**src/hw/rv_core_macros.svh**
```systemverilog
`ifndef RV_CORE_MACROS_SVH
`define RV_CORE_MACROS_SVH

// data path and address width
`define XLEN 32

// register index width, 32 integer registers
`define REG_ADDR_W 5

// first fetch address after reset
`define RESET_PC 32'h0000_0000

// addi x0, x0, 0
`define NOP_INSTR 32'h0000_0013

`endif

```
**src/hw/rv_core_pkg.sv**
```systemverilog
`default_nettype none
`include "rv_core_macros.svh"

package rv_core_pkg;

	// major opcodes of the supported instructions
	typedef enum logic [6:0] {
		OPC_OTHER  = 7'b0000000,
		OPC_LOAD   = 7'b0000011,
		OPC_OP_IMM = 7'b0010011,
		OPC_STORE  = 7'b0100011,
		OPC_OP     = 7'b0110011
	} opcode_e;

	typedef enum logic [2:0] {
		ALU_ADD = 3'd0,
		ALU_SUB = 3'd1,
		ALU_AND = 3'd2,
		ALU_OR  = 3'd3,
		ALU_XOR = 3'd4,
		ALU_SLT = 3'd5
	} alu_op_e;

	// where an execute operand comes from
	typedef enum logic [1:0] {
		FWD_RF     = 2'd0,
		FWD_EX_MEM = 2'd1,
		FWD_WB     = 2'd2
	} fwd_sel_e;

endpackage

`default_nettype wire

```
**src/hw/alu.sv**
```systemverilog
`timescale 1ns/100ps
`default_nettype none
`include "rv_core_macros.svh"

module alu (
	input  wire [`XLEN-1:0]           a,
	input  wire [`XLEN-1:0]           b,
	input  wire rv_core_pkg::alu_op_e op,
	output logic [`XLEN-1:0]          result
);

	logic less;

	// signed compare for slt
	assign less = $signed(a) < $signed(b);

	always_comb begin
		case (op)
			rv_core_pkg::ALU_SUB: result = a - b;
			rv_core_pkg::ALU_AND: result = a & b;
			rv_core_pkg::ALU_OR:  result = a | b;
			rv_core_pkg::ALU_XOR: result = a ^ b;
			rv_core_pkg::ALU_SLT: result = {{(`XLEN-1){1'b0}}, less};
			// add also forms load and store addresses
			default: result = a + b;
		endcase
	end

endmodule

`default_nettype wire

```
**src/hw/decoder.sv**
```systemverilog
`timescale 1ns/100ps
`default_nettype none
`include "rv_core_macros.svh"

module decoder (
	input  wire [`XLEN-1:0]       instr,
	output logic [`REG_ADDR_W-1:0] rs1,
	output logic [`REG_ADDR_W-1:0] rs2,
	output logic [`REG_ADDR_W-1:0] rd,
	output logic [`XLEN-1:0]       imm,
	output rv_core_pkg::alu_op_e   alu_op,
	output logic                   use_imm,
	output logic                   reg_write,
	output logic                   mem_read,
	output logic                   mem_write
);

	rv_core_pkg::opcode_e opcode;
	logic [2:0] funct3;
	logic [`XLEN-1:0] imm_i;
	logic [`XLEN-1:0] imm_s;

	assign funct3 = instr[14:12];
	assign imm_i = {{20{instr[31]}}, instr[31:20]};
	assign imm_s = {{20{instr[31]}}, instr[31:25], instr[11:7]};

	// unknown major opcodes all fold into OPC_OTHER
	always_comb begin
		case (instr[6:0])
			rv_core_pkg::OPC_OP,
			rv_core_pkg::OPC_OP_IMM,
			rv_core_pkg::OPC_LOAD,
			rv_core_pkg::OPC_STORE: opcode = rv_core_pkg::opcode_e'(instr[6:0]);
			default: opcode = rv_core_pkg::OPC_OTHER;
		endcase
	end

	// unused source and destination fields are zeroed so they never match
	always_comb begin
		rs1 = instr[19:15];
		rs2 = instr[24:20];
		rd = instr[11:7];
		imm = imm_i;
		alu_op = rv_core_pkg::ALU_ADD;
		use_imm = 1'b0;
		reg_write = 1'b1;
		mem_read = 1'b0;
		mem_write = 1'b0;
		case (opcode)
			rv_core_pkg::OPC_OP: begin
				case (funct3)
					3'b000: alu_op = instr[30] ? rv_core_pkg::ALU_SUB : rv_core_pkg::ALU_ADD;
					3'b010: alu_op = rv_core_pkg::ALU_SLT;
					3'b100: alu_op = rv_core_pkg::ALU_XOR;
					3'b110: alu_op = rv_core_pkg::ALU_OR;
					3'b111: alu_op = rv_core_pkg::ALU_AND;
					default: reg_write = 1'b0;
				endcase
			end
			rv_core_pkg::OPC_OP_IMM: begin
				rs2 = '0;
				use_imm = 1'b1;
				// only addi is supported
				reg_write = (funct3 == 3'b000);
			end
			rv_core_pkg::OPC_LOAD: begin
				rs2 = '0;
				use_imm = 1'b1;
				mem_read = 1'b1;
			end
			rv_core_pkg::OPC_STORE: begin
				rd = '0;
				imm = imm_s;
				use_imm = 1'b1;
				reg_write = 1'b0;
				mem_write = 1'b1;
			end
			default: begin
				rs1 = '0;
				rs2 = '0;
				rd = '0;
				reg_write = 1'b0;
			end
		endcase
	end

endmodule

`default_nettype wire

```
**src/hw/hazard_unit.sv**
```systemverilog
`timescale 1ns/100ps
`default_nettype none
`include "rv_core_macros.svh"

module hazard_unit (
	input  wire [`REG_ADDR_W-1:0]  id_rs1,
	input  wire [`REG_ADDR_W-1:0]  id_rs2,
	input  wire [`REG_ADDR_W-1:0]  ex_rs1,
	input  wire [`REG_ADDR_W-1:0]  ex_rs2,
	input  wire [`REG_ADDR_W-1:0]  ex_rd,
	input  wire                    ex_mem_read,
	input  wire [`REG_ADDR_W-1:0]  mem_rd,
	input  wire                    mem_reg_write,
	input  wire                    mem_mem_read,
	input  wire [`REG_ADDR_W-1:0]  wb_rd,
	input  wire                    wb_reg_write,
	output logic                   stall,
	output rv_core_pkg::fwd_sel_e  fwd_a,
	output rv_core_pkg::fwd_sel_e  fwd_b
);

	logic mem_fwd_ok;
	logic wb_fwd_ok;

	// a load in memory has no result yet, the stall covers that case
	assign mem_fwd_ok = mem_reg_write && !mem_mem_read && (mem_rd != '0);
	assign wb_fwd_ok = wb_reg_write && (wb_rd != '0);

	// load-use: hold decode one cycle until the load reaches writeback
	assign stall = ex_mem_read && (ex_rd != '0) && ((ex_rd == id_rs1) || (ex_rd == id_rs2));

	function automatic rv_core_pkg::fwd_sel_e pick_src(
		input logic [`REG_ADDR_W-1:0] src,
		input logic                   mem_ok,
		input logic [`REG_ADDR_W-1:0] mem_dst,
		input logic                   wb_ok,
		input logic [`REG_ADDR_W-1:0] wb_dst
	);
		// the younger result wins
		if (mem_ok && (mem_dst == src))
			pick_src = rv_core_pkg::FWD_EX_MEM;
		else if (wb_ok && (wb_dst == src))
			pick_src = rv_core_pkg::FWD_WB;
		else
			pick_src = rv_core_pkg::FWD_RF;
	endfunction

	assign fwd_a = pick_src(ex_rs1, mem_fwd_ok, mem_rd, wb_fwd_ok, wb_rd);
	assign fwd_b = pick_src(ex_rs2, mem_fwd_ok, mem_rd, wb_fwd_ok, wb_rd);

endmodule

`default_nettype wire

```
**src/hw/reg_file.sv**
```systemverilog
`timescale 1ns/100ps
`default_nettype none
`include "rv_core_macros.svh"

module reg_file (
	input  wire                    clock,
	input  wire                    reset,
	input  wire [`REG_ADDR_W-1:0]  rs1_addr,
	input  wire [`REG_ADDR_W-1:0]  rs2_addr,
	input  wire [`REG_ADDR_W-1:0]  rd_addr,
	input  wire [`XLEN-1:0]        rd_data,
	input  wire                    rd_we,
	output logic [`XLEN-1:0]       rs1_data,
	output logic [`XLEN-1:0]       rs2_data
);

	// x0 has no storage
	logic [`XLEN-1:0] regs [1:31];
	logic [31:0] wr_sel;

	// one-hot write select, also used for the write-through bypass
	assign wr_sel = rd_we ? (32'd1 << rd_addr) : 32'd0;

	function automatic logic [`XLEN-1:0] read_port(input logic [`REG_ADDR_W-1:0] addr);
		if (addr == '0)
			read_port = '0;
		else if (wr_sel[addr])
			read_port = rd_data;
		else
			read_port = regs[addr];
	endfunction

	always_comb rs1_data = read_port(rs1_addr);
	always_comb rs2_data = read_port(rs2_addr);

	always_ff @(posedge clock or negedge reset) begin
		if (!reset) begin
			for (int i = 1; i < 32; i++) begin
				regs[i] <= '0;
			end
		end else begin
			for (int i = 1; i < 32; i++) begin
				if (wr_sel[i])
					regs[i] <= rd_data;
			end
		end
	end

endmodule

`default_nettype wire

```
**src/hw/rv_core.sv**
```systemverilog
`timescale 1ns/100ps
`default_nettype none
`include "rv_core_macros.svh"

module rv_core (
	input  wire               clock,
	input  wire               reset,
	output logic [`XLEN-1:0]  pc,
	input  wire [`XLEN-1:0]   instr,
	output logic [`XLEN-1:0]  data_addr,
	output logic              ren,
	output logic              wen,
	output logic [`XLEN-1:0]  data_out,
	input  wire [`XLEN-1:0]   data_in
);

	logic stall;
	logic [`XLEN-1:0] if_id_instr;

	// decode stage
	logic [`REG_ADDR_W-1:0] id_rs1, id_rs2, id_rd;
	logic [`XLEN-1:0] id_imm, id_rs1_data, id_rs2_data;
	rv_core_pkg::alu_op_e id_alu_op;
	logic id_use_imm, id_reg_write, id_mem_read, id_mem_write;

	// decode/execute register
	logic [`REG_ADDR_W-1:0] id_ex_rs1, id_ex_rs2, id_ex_rd;
	logic [`XLEN-1:0] id_ex_imm, id_ex_rs1_data, id_ex_rs2_data;
	rv_core_pkg::alu_op_e id_ex_alu_op;
	logic id_ex_use_imm, id_ex_reg_write, id_ex_mem_read, id_ex_mem_write;

	// execute stage
	rv_core_pkg::fwd_sel_e fwd_a, fwd_b;
	logic [`XLEN-1:0] ex_op_a, ex_op_b, ex_alu_b, ex_result;

	// execute/memory and memory/writeback registers
	logic [`REG_ADDR_W-1:0] ex_mem_rd, mem_wb_rd;
	logic [`XLEN-1:0] ex_mem_result, ex_mem_store_data;
	logic ex_mem_reg_write, ex_mem_mem_read, ex_mem_mem_write;
	logic [`XLEN-1:0] mem_wb_result, mem_wb_load_data, wb_data;
	logic mem_wb_reg_write, mem_wb_mem_read;

	function automatic logic [`XLEN-1:0] fwd_mux(
		input rv_core_pkg::fwd_sel_e sel,
		input logic [`XLEN-1:0]      rf_value,
		input logic [`XLEN-1:0]      mem_value,
		input logic [`XLEN-1:0]      wb_value
	);
		case (sel)
			rv_core_pkg::FWD_EX_MEM: fwd_mux = mem_value;
			rv_core_pkg::FWD_WB:     fwd_mux = wb_value;
			default:                 fwd_mux = rf_value;
		endcase
	endfunction

	// fetch, held together with if_id on a load-use stall
	always_ff @(posedge clock or negedge reset) begin
		if (!reset) begin
			pc <= `RESET_PC;
			if_id_instr <= `NOP_INSTR;
		end else if (!stall) begin
			pc <= pc + `XLEN'd4;
			if_id_instr <= instr;
		end
	end

	decoder u_decoder (
		.instr(if_id_instr), .rs1(id_rs1), .rs2(id_rs2), .rd(id_rd), .imm(id_imm),
		.alu_op(id_alu_op), .use_imm(id_use_imm), .reg_write(id_reg_write),
		.mem_read(id_mem_read), .mem_write(id_mem_write)
	);

	reg_file u_reg_file (
		.clock(clock), .reset(reset), .rs1_addr(id_rs1), .rs2_addr(id_rs2),
		.rd_addr(mem_wb_rd), .rd_data(wb_data), .rd_we(mem_wb_reg_write),
		.rs1_data(id_rs1_data), .rs2_data(id_rs2_data)
	);

	hazard_unit u_hazard_unit (
		.id_rs1(id_rs1), .id_rs2(id_rs2), .ex_rs1(id_ex_rs1), .ex_rs2(id_ex_rs2),
		.ex_rd(id_ex_rd), .ex_mem_read(id_ex_mem_read), .mem_rd(ex_mem_rd),
		.mem_reg_write(ex_mem_reg_write), .mem_mem_read(ex_mem_mem_read),
		.wb_rd(mem_wb_rd), .wb_reg_write(mem_wb_reg_write),
		.stall(stall), .fwd_a(fwd_a), .fwd_b(fwd_b)
	);

	// a stall turns the execute slot into a bubble
	always_ff @(posedge clock or negedge reset) begin
		if (!reset) begin
			id_ex_rs1 <= '0;
			id_ex_rs2 <= '0;
			id_ex_rd <= '0;
			id_ex_alu_op <= rv_core_pkg::ALU_ADD;
			id_ex_use_imm <= 1'b0;
			id_ex_reg_write <= 1'b0;
			id_ex_mem_read <= 1'b0;
			id_ex_mem_write <= 1'b0;
		end else begin
			id_ex_rs1 <= stall ? '0 : id_rs1;
			id_ex_rs2 <= stall ? '0 : id_rs2;
			id_ex_rd <= stall ? '0 : id_rd;
			id_ex_alu_op <= id_alu_op;
			id_ex_use_imm <= id_use_imm;
			id_ex_reg_write <= id_reg_write && !stall;
			id_ex_mem_read <= id_mem_read && !stall;
			id_ex_mem_write <= id_mem_write && !stall;
		end
	end

	always_ff @(posedge clock) begin
		id_ex_imm <= id_imm;
		id_ex_rs1_data <= id_rs1_data;
		id_ex_rs2_data <= id_rs2_data;
	end

	assign ex_op_a = fwd_mux(fwd_a, id_ex_rs1_data, ex_mem_result, wb_data);
	assign ex_op_b = fwd_mux(fwd_b, id_ex_rs2_data, ex_mem_result, wb_data);
	assign ex_alu_b = id_ex_use_imm ? id_ex_imm : ex_op_b;

	alu u_alu (.a(ex_op_a), .b(ex_alu_b), .op(id_ex_alu_op), .result(ex_result));

	// one shared address bus, a load in execute takes it
	assign ren = id_ex_mem_read;
	assign data_addr = ren ? ex_result : ex_mem_result;
	assign wen = ex_mem_mem_write;
	assign data_out = ex_mem_store_data;

	always_ff @(posedge clock or negedge reset) begin
		if (!reset) begin
			ex_mem_rd <= '0;
			ex_mem_reg_write <= 1'b0;
			ex_mem_mem_read <= 1'b0;
			ex_mem_mem_write <= 1'b0;
			mem_wb_rd <= '0;
			mem_wb_reg_write <= 1'b0;
			mem_wb_mem_read <= 1'b0;
		end else begin
			ex_mem_rd <= id_ex_rd;
			ex_mem_reg_write <= id_ex_reg_write;
			ex_mem_mem_read <= id_ex_mem_read;
			ex_mem_mem_write <= id_ex_mem_write;
			mem_wb_rd <= ex_mem_rd;
			mem_wb_reg_write <= ex_mem_reg_write;
			mem_wb_mem_read <= ex_mem_mem_read;
		end
	end

	// load data arrives while the load is in memory
	always_ff @(posedge clock) begin
		ex_mem_result <= ex_result;
		ex_mem_store_data <= ex_op_b;
		mem_wb_result <= ex_mem_result;
		mem_wb_load_data <= data_in;
	end

	assign wb_data = mem_wb_mem_read ? mem_wb_load_data : mem_wb_result;

endmodule

`default_nettype wire

```
**config.mk**
```make
export PLATFORM = sky130hd
export DESIGN_NAME = rv_core
export DESIGN_NICKNAME = d
export VERILOG_FILES = /design/src/hw/rv_core_pkg.sv /design/src/hw/alu.sv /design/src/hw/decoder.sv /design/src/hw/hazard_unit.sv /design/src/hw/reg_file.sv /design/src/hw/rv_core.sv
export VERILOG_INCLUDE_DIRS = /design/src /design/src/hw
export SDC_FILE = /design/constraint.sdc
export NUM_CORES = 2
export LEC_CHECK = 0
export BUFFER_PORTS_ARGS = -buffer_cell sky130_fd_sc_hd__buf_2
export CELL_PAD_IN_SITES_DETAIL_PLACEMENT = 1
export CELL_PAD_IN_SITES_GLOBAL_PLACEMENT = 1
export CORE_MARGIN = 1
export CORE_UTILIZATION = 35
export DETAILED_ROUTE_END_ITERATION = 7
export PLACE_DENSITY_LB_ADDON = 0.1
export SLEW_MARGIN = 20
export SYNTH_ARGS = -nofsm -noshare
export SYNTH_HDL_FRONTEND = slang
export SYNTH_SLANG_ARGS = --single-unit
```
**constraint.sdc**
```tcl
create_clock -name clock -period 6.8 [get_ports clock]
set_input_delay 1.02 -clock clock [delete_from_list [all_inputs] [get_ports clock]]
set_output_delay 1.02 -clock clock [all_outputs]
set_load 0.05 [all_outputs]
```
-- Word-level counts from Yosys, hierarchy flattened
Index checks and enable logic that the tools add are counted.
- $lt $le $gt $ge: 5
- add/subtract/negate cells: 3
- eq/ne operators: 27
- reduce and logical (&&, ||, !) cells: 27
- shifts and indexed selects: 1
- bitwise gates (word level): 5
- mux-type cells: 39
- operators by type and width (cell ; count):
    32-bit binary-select mux with 5-bit select ; 2
    32-bit 2-to-1 mux ; 10
    32-bit case mux with 5 select lines ; 1
    32-bit case mux with 2 select lines ; 2
    5-bit 2-to-1 mux ; 7
    32-bit by 3-bit adder with 32-bit output (second input constant) ; 1
    32-bit adder ; 1
    32-bit bitwise AND ; 1
    32-bit < comparator ; 1
    32-bit OR ; 1
    1-bit by 5-bit << shifter with 32-bit output (first input constant) ; 1
    32-bit subtractor ; 1
    32-bit bitwise XOR ; 1
    5-bit == test ; 6
    7-bit by 6-bit == test with 1-bit output (second input constant) ; 4
    3-bit == test (second input constant) ; 5
    3-bit case mux with 5 select lines ; 1
    5-bit nonzero test ; 3
    7-bit by 2-bit == test with 1-bit output (second input constant) ; 2
    7-bit by 5-bit == test with 1-bit output (second input constant) ; 2
    6-bit >= comparator (second input constant) ; 2
    1-bit logical AND ; 12
    5-bit by 6-bit < comparator with 1-bit output (second input constant) ; 2
    5-bit NOT with 6-bit output ; 2
    18 further kinds ; 36
- bits of input ports: 66
- bits in registers: 1297
- output and inout port bits: 98
- logic and storage cells: 162

-- Depth between registers and ports, before layout
- word-level depth: 11
- depth in mapped cells: 21
- depth with buffers taken out: 19

-- Cells and area by module
A second synthesis with hierarchy kept.
- cells, all modules: 5238
- area total of the unflattened synthesis: 70317.4 um^2
- modules (own cells, without submodules) (module ; seq. area each (um^2) ; times used ; area an instance (um^2) ; cells each):
    reg_file ; 24823.8 ; 1 ; 53179.8 ; 3456
    rv_core ; 6965.4 ; 1 ; 10573.9 ; 798
    alu ; 0.0 ; 1 ; 5629.1 ; 863
    decoder ; 0.0 ; 1 ; 536.8 ; 71
    hazard_unit ; 0.0 ; 1 ; 397.9 ; 50

-- Least setup slack after synthesis
No wires, ideal clock.
- path type: register -> output
- from: register mem_wb_rd[2]
- to: output port data_addr[31]
- buffers on the path: 4
- arrival time: 5398 ps
- required time: 5780 ps
- path slack: 382 ps
- stages on the path, launching flop included: 22
- cell sequence: dfrtp_1 > buf_2 > xnor2_1 > nand3_1 > nor4_2 > clkbuf_1 > nand2_1 > o21ai_0 > o21ai_1 > mux2_2 > ha_1 > buf_6 > nor2_1 > o211ai_1 > a211o_4 > o221ai_4 > nand4_2 > and2_1 > buf_6 > o311ai_0 > o31ai_1 > o31ai_1
- longest elaborated chain between the ends: 11
- elaborated cells on any way between the ends: 24
- those cells by class: add/sub: 2; eq/ne: 6; mux: 9; bitwise: 3; reduce/logical: 4
- ends and longest elaborated chain (what ; RTL line ; text):
    from (decl) ; rv_core.sv:37 ; logic [`REG_ADDR_W-1:0] ex_mem_rd, mem_wb_rd;
    from (signal assigned) ; rv_core.sv:142 ; mem_wb_rd <= ex_mem_rd;
    5-bit nonzero test ; hazard_unit.sv:27 ; assign wb_fwd_ok = wb_reg_write && (wb_rd != '0);
    1-bit logical AND ; hazard_unit.sv:27 ;
    1-bit logical AND * ; hazard_unit.sv:42 ; else if (wb_ok && (wb_dst == src))
    2-bit 2-to-1 mux * ; hazard_unit.sv:42 ;
    2-bit 2-to-1 mux * ; hazard_unit.sv:40 ; if (mem_ok && (mem_dst == src))
    2-bit == test / 2-bit by 1-bit == test with 1-bit output (equally long branches) ; rv_core.sv:49 ; case (sel)
    32-bit case mux with 2 select lines * ; rv_core.sv:49 ;
    named net ex_op_b[4] ; rv_core.sv:34 ; logic [`XLEN-1:0] ex_op_a, ex_op_b, ex_alu_b, ex_result;
    32-bit 2-to-1 mux * ; rv_core.sv:118 ; assign ex_alu_b = id_ex_use_imm ? id_ex_imm : ex_op_b;
    32-bit adder / 32-bit subtractor (equally long branches) ; alu.sv:25, alu.sv:19 ;
    32-bit case mux with 5 select lines * ; alu.sv:18 ; case (op)
    32-bit 2-to-1 mux * ; rv_core.sv:124 ; assign data_addr = ren ? ex_result : ex_mem_result;
    to (decl) ; rv_core.sv:10 ; output logic [`XLEN-1:0] data_addr,
Mark *: on every way through the listed nets, which the timed path passes. The rest lies on a longest branch.

-- Worst setup path after layout
- from: register ex_mem_rd[4]
- to: output port data_addr[27]
- longest elaborated chain between the ends: 10
- elaborated cells on any way between the ends: 22
- those cells by class: add/sub: 2; eq/ne: 6; mux: 7; bitwise: 3; reduce/logical: 4
- ends and longest elaborated chain (what ; RTL line ; text):
    from (decl) ; rv_core.sv:37 ;
    from (signal assigned) ; rv_core.sv:138 ; ex_mem_rd <= id_ex_rd;
    5-bit nonzero test ; hazard_unit.sv:26 ; assign mem_fwd_ok = mem_reg_write && !mem_mem_read && (mem_rd != '0);
    1-bit logical AND ; hazard_unit.sv:26 ;
    1-bit logical AND * ; hazard_unit.sv:40 ;
    2-bit 2-to-1 mux * ; hazard_unit.sv:40 ;
    2-bit == test / 2-bit by 1-bit == test with 1-bit output (equally long branches) ; rv_core.sv:49 ;
    32-bit case mux with 2 select lines * ; rv_core.sv:49 ;
    named net ex_op_b[1] ; rv_core.sv:34 ;
    32-bit 2-to-1 mux * ; rv_core.sv:118 ;
    32-bit adder / 32-bit subtractor (equally long branches) ; alu.sv:25, alu.sv:19 ;
    32-bit case mux with 5 select lines * ; alu.sv:18 ;
    32-bit 2-to-1 mux * ; rv_core.sv:124 ;
Marked as above.

==> out/metrics.yaml <==
outcome:
  status: "finished, violations left"
  violations: "DRC"
clock_tree:
  worstSkewPairLatency_ns: 0.84
  h-tree-depth: 4
  cts.sinks: 1295
  holdBufCountCts: 0
  clkSlewWorstSetupHoldPaths_ns: 0.06
  cts_made_buffers: 158
  root_buffer: "clkbuf_16"
  cts_tree: "yes"
  clockBufferDepth: 3
power:
  ir_drop_mv: 0.258
  seq_power_share: 0.434
  total_power_w: 0.0182
  pwr-share-clk: 0.488
  power.share.combinational: 0.078
  p_per_area_nw_per_um2: 223
  leakagePower_nw: 33.6
  p_int_w: 0.0133
  netSwitchingPower_w: 0.00483
  switching_share: 0.266
floorplan:
  num_io_pins: 164
  die_area_um2: 203000
  die_w_um: 450
  core_um2: 200000
  rows: 164
  die_h_um: 450
  initial_core_util: 0.352
hold_path:
  hold_class: "input pin to asynchronous set/reset pin"
routing:
  ant_nets: 0
  finalWirelength_mm: 342
  dr.pass1.iters: 7
  wl_per_cell_um: 30.7
  via_per_inst: 6.04
  num_vias: 67221
  first_iter_violations: 5551
  post-route-drc-count: 2
synthesis:
  synth_cells: 8465
  syn_area_um2: 70300
  async_flop_share: 0.842
  ys.flop_type: "dfrtp_1"
  yosys.cell_types.count: 101
  syn_area_per_cell_um2: 8.31
  yosys_warnings: 0
  synth-edff-count: 0
  ys_seq_area_frac: 0.446
  synth_seq_cells: 1295
critical_path:
  path_max_fanout: 9
  crit_arrival_ns: 5.67
  cp_slowest_stage_delay_ns: 0.50
  cpMostUsedCell: "or4_1"
  reg2reg_depth: 11
  r2r_slack_ns: 1.74
  worstPathCellList: "or4_1 > o21ai_2 > nor4_4 > clkbuf_16 > buf_12 > nand2_1 > o21ai_1 > mux2_4 > ha_4 > o21bai_4 > o211ai_1 > a211o_4 > o221ai_4 > nand4_4 > and2_4 > or4_1 > and3_1 > a31oi_1 > buf_4"
  critPathSlowestCell: "or4_1"
  cp-end-kind: "output pin"
  critPathKind: "register to output pin"
  startpoint_type: "register"
  worstPathRequired_ns: 5.78
timing:
  period_share: 0.984
  worst_pin_slew_ns: 1.18
  maxSlewHeadroom: 0.212
  setup_violations: 0
  skew_ns: 0.0263
  fmax_ghz: 0.150
  maxSlewViolCount: 0
  rsz0062_at_grt: "yes"
  holdWs_ns: 0.219
  period_needed_ns: 6.69
  hold_violations: 0
cells_and_area:
  layout_commonest_cell: "nand2_1"
  nets: 8504
  most-common-layout-cells: "nand2_1 (1425), dfrtp_1 (1077), a21oi_1 (896)"
  drive_above_1_share: 0.136
  n_fill_cell: 23100
  syn_to_final_growth_pct: 16.2
global_route:
  grt_max_degree: 145
  grt_overflow: 0
  grt_pass1_vias: 67806
  grt_usage: 0.329
  grt_pass1_wl_mm: 490
  antenna_found_initial: 10
placed_design:
  routabilityCongestion: 0.919
  hpwl_mm: 215
  numPortBuffers: 161
job:
  drv_cap: 0
## power groups by stage
stage,combinational (W),sequential [W],clock (W)
floorplan,0.000642,0.00803,0
global placement,0.00132,0.00803,0
detailed placement,0.00133,0.00803,0
CTS,0.00137,0.00789,0.00904
global route,0.00149,0.00789,0.00931
finish,0.00142,0.00789,0.00887
## cells in the mapped netlist, drive strengths merged (6+ instances only)
master	instances	share of area
a2111oi	27	0.0038
a211o	6	0.00087
a211oi	255	0.027
a21o	16	0.0017
a21oi	907	0.065
a221o	30	0.0043
a221oi	87	0.011
a22oi	30	0.0032
a31oi	218	0.019
and2	18	0.0016
and3	37	0.0033
buf	197	0.013
clkbuf	617	0.033
dfrtp	1088	0.39
dfxtp	204	0.058
ha	99	0.018
inv	106	0.0057
mux2	140	0.022
mux2i	269	0.038
nand2	1448	0.077
nand2b	19	0.0017
nand3	197	0.014
nand4	40	0.0038
nor2	841	0.045
nor2b	208	0.019
nor3	40	0.0032
nor4	17	0.0018
o2111ai	47	0.0059
o211ai	86	0.0092
o21a	17	0.0018
o21ai	796	0.057
o21ba	7	0.0010
o21bai	12	0.0013
o221ai	69	0.0089
o22ai	27	0.0024
o311ai	32	0.0042
o31a	7	0.00087
o31ai	42	0.0048
or2	10	0.00089
or3	11	0.00098
xnor2	54	0.0067
xor2	20	0.0025
## critical path: cells and delay by family, from the launching register on
family,cells,cell delay [ns]
AOI/OAI and AO/OA,7,1.52
adders and majority gates,1,0.27
buffers and inverters,3,0.56
DFF,1,0.45
muxes,1,0.31
and+or+nand+nor,7,1.69
## final timing paths
path                                 start                    to
setup / recovery              ex_mem_rd[4]         data_addr[27]
hold / removal                       reset  u_reg_file.regs[719]
setup reg to reg              mem_wb_rd[2]    id_ex_rs1_data[22]
hold reg to reg            id_ex_reg_write      ex_mem_reg_write
max in group asynchronous            reset  u_reg_file.regs[646]
min in group clock             data_in[14]  mem_wb_load_data[14]
## final cells by class
cell class / instances / area, um^2 / share of cell area
multi-input combinational: 6248 / 36900 / 0.452
sequential: 1295 / 31400 / 0.385
clock buffer: 251 / 4760 / 0.0583
timing repair buffer: 525 / 4250 / 0.0520
tap: 2656 / 3320 / 0.0407
clock inverter: 45 / 596 / 0.00729
inverter: 109 / 414 / 0.00507
antenna: 4 / 10.0 / 0.000123
## cell families (layout without fill, tap and decap cells)
| group | after synthesis | after routing | share of synthesized area |
|---|---|---|---|
| AND/OR/NAND/NOR | 2914 | 2914 | 0.176 |
| AO/OA/AOI/OAI | 2748 | 2748 | 0.237 |
| flip-flops | 1295 | 1295 | 0.446 |
| buffers and inverters | 923 | 930 | 0.0522 |
| multiplexers | 409 | 409 | 0.0607 |
| adder cells (fa/ha/maj) | 101 | 101 | 0.0182 |
| XOR/XNOR | 74 | 74 | 0.00922 |
| other | 1 | 6 | 0.0000533 |
## repair_timing
item / in CTS / in global routing
setup endpoints to repair: 25 / 22
pin swaps: 22 / 55
hold endpoints to repair: 0 / 0
gates resized for setup: 74 / 151
cloned: 1 / 5
setup buffers: 26 / 25
## layer usage
layer | GRT usage | wire length (um) | share of wire | vias to the layer above
met5 | 0 | 40 | 0.00012 | -
met4 | 0.153 | 17200 | 0.050 | 6
met3 | 0.0483 | 20000 | 0.059 | 696
met2 | 0.519 | 155000 | 0.45 | 2298
met1 | 0.443 | 150000 | 0.44 | 34639
li1 | - | - | - | 29582
## flip-flops by register name, summed over array words and instances, names as in the netlist, 3 cells and up
name              cells
mem_wb_rd             5
id_ex_rs1             5
mem_wb_result        32
ex_mem_result        32
id_ex_rs2_data       32
if_id_instr          32
id_ex_rs1_data       32
id_ex_rd              5
ex_mem_rd             5
u_reg_file.regs     992
id_ex_alu_op          3
pc                   30
id_ex_rs2             5
data_out             32
id_ex_imm            12
mem_wb_load_data     32
## metrics by stage
stage                      util  worst slack, ns  cell area, um^2  TNS [ns]  instances
after CTS                 0.404          0.00706            80700         0      11098
after floorplan               -            0.382            70300         0       8466
final                     0.409            0.112            81700         0      11133
after detailed placement  0.375          -0.0222            74800   -0.0222      10776
after global routing      0.409          -0.0710            81700    -0.417      11130
after global placement    0.374          -0.0154            74700   -0.0183      10773
No activity file was read; power rests on OpenSTA's default activity.
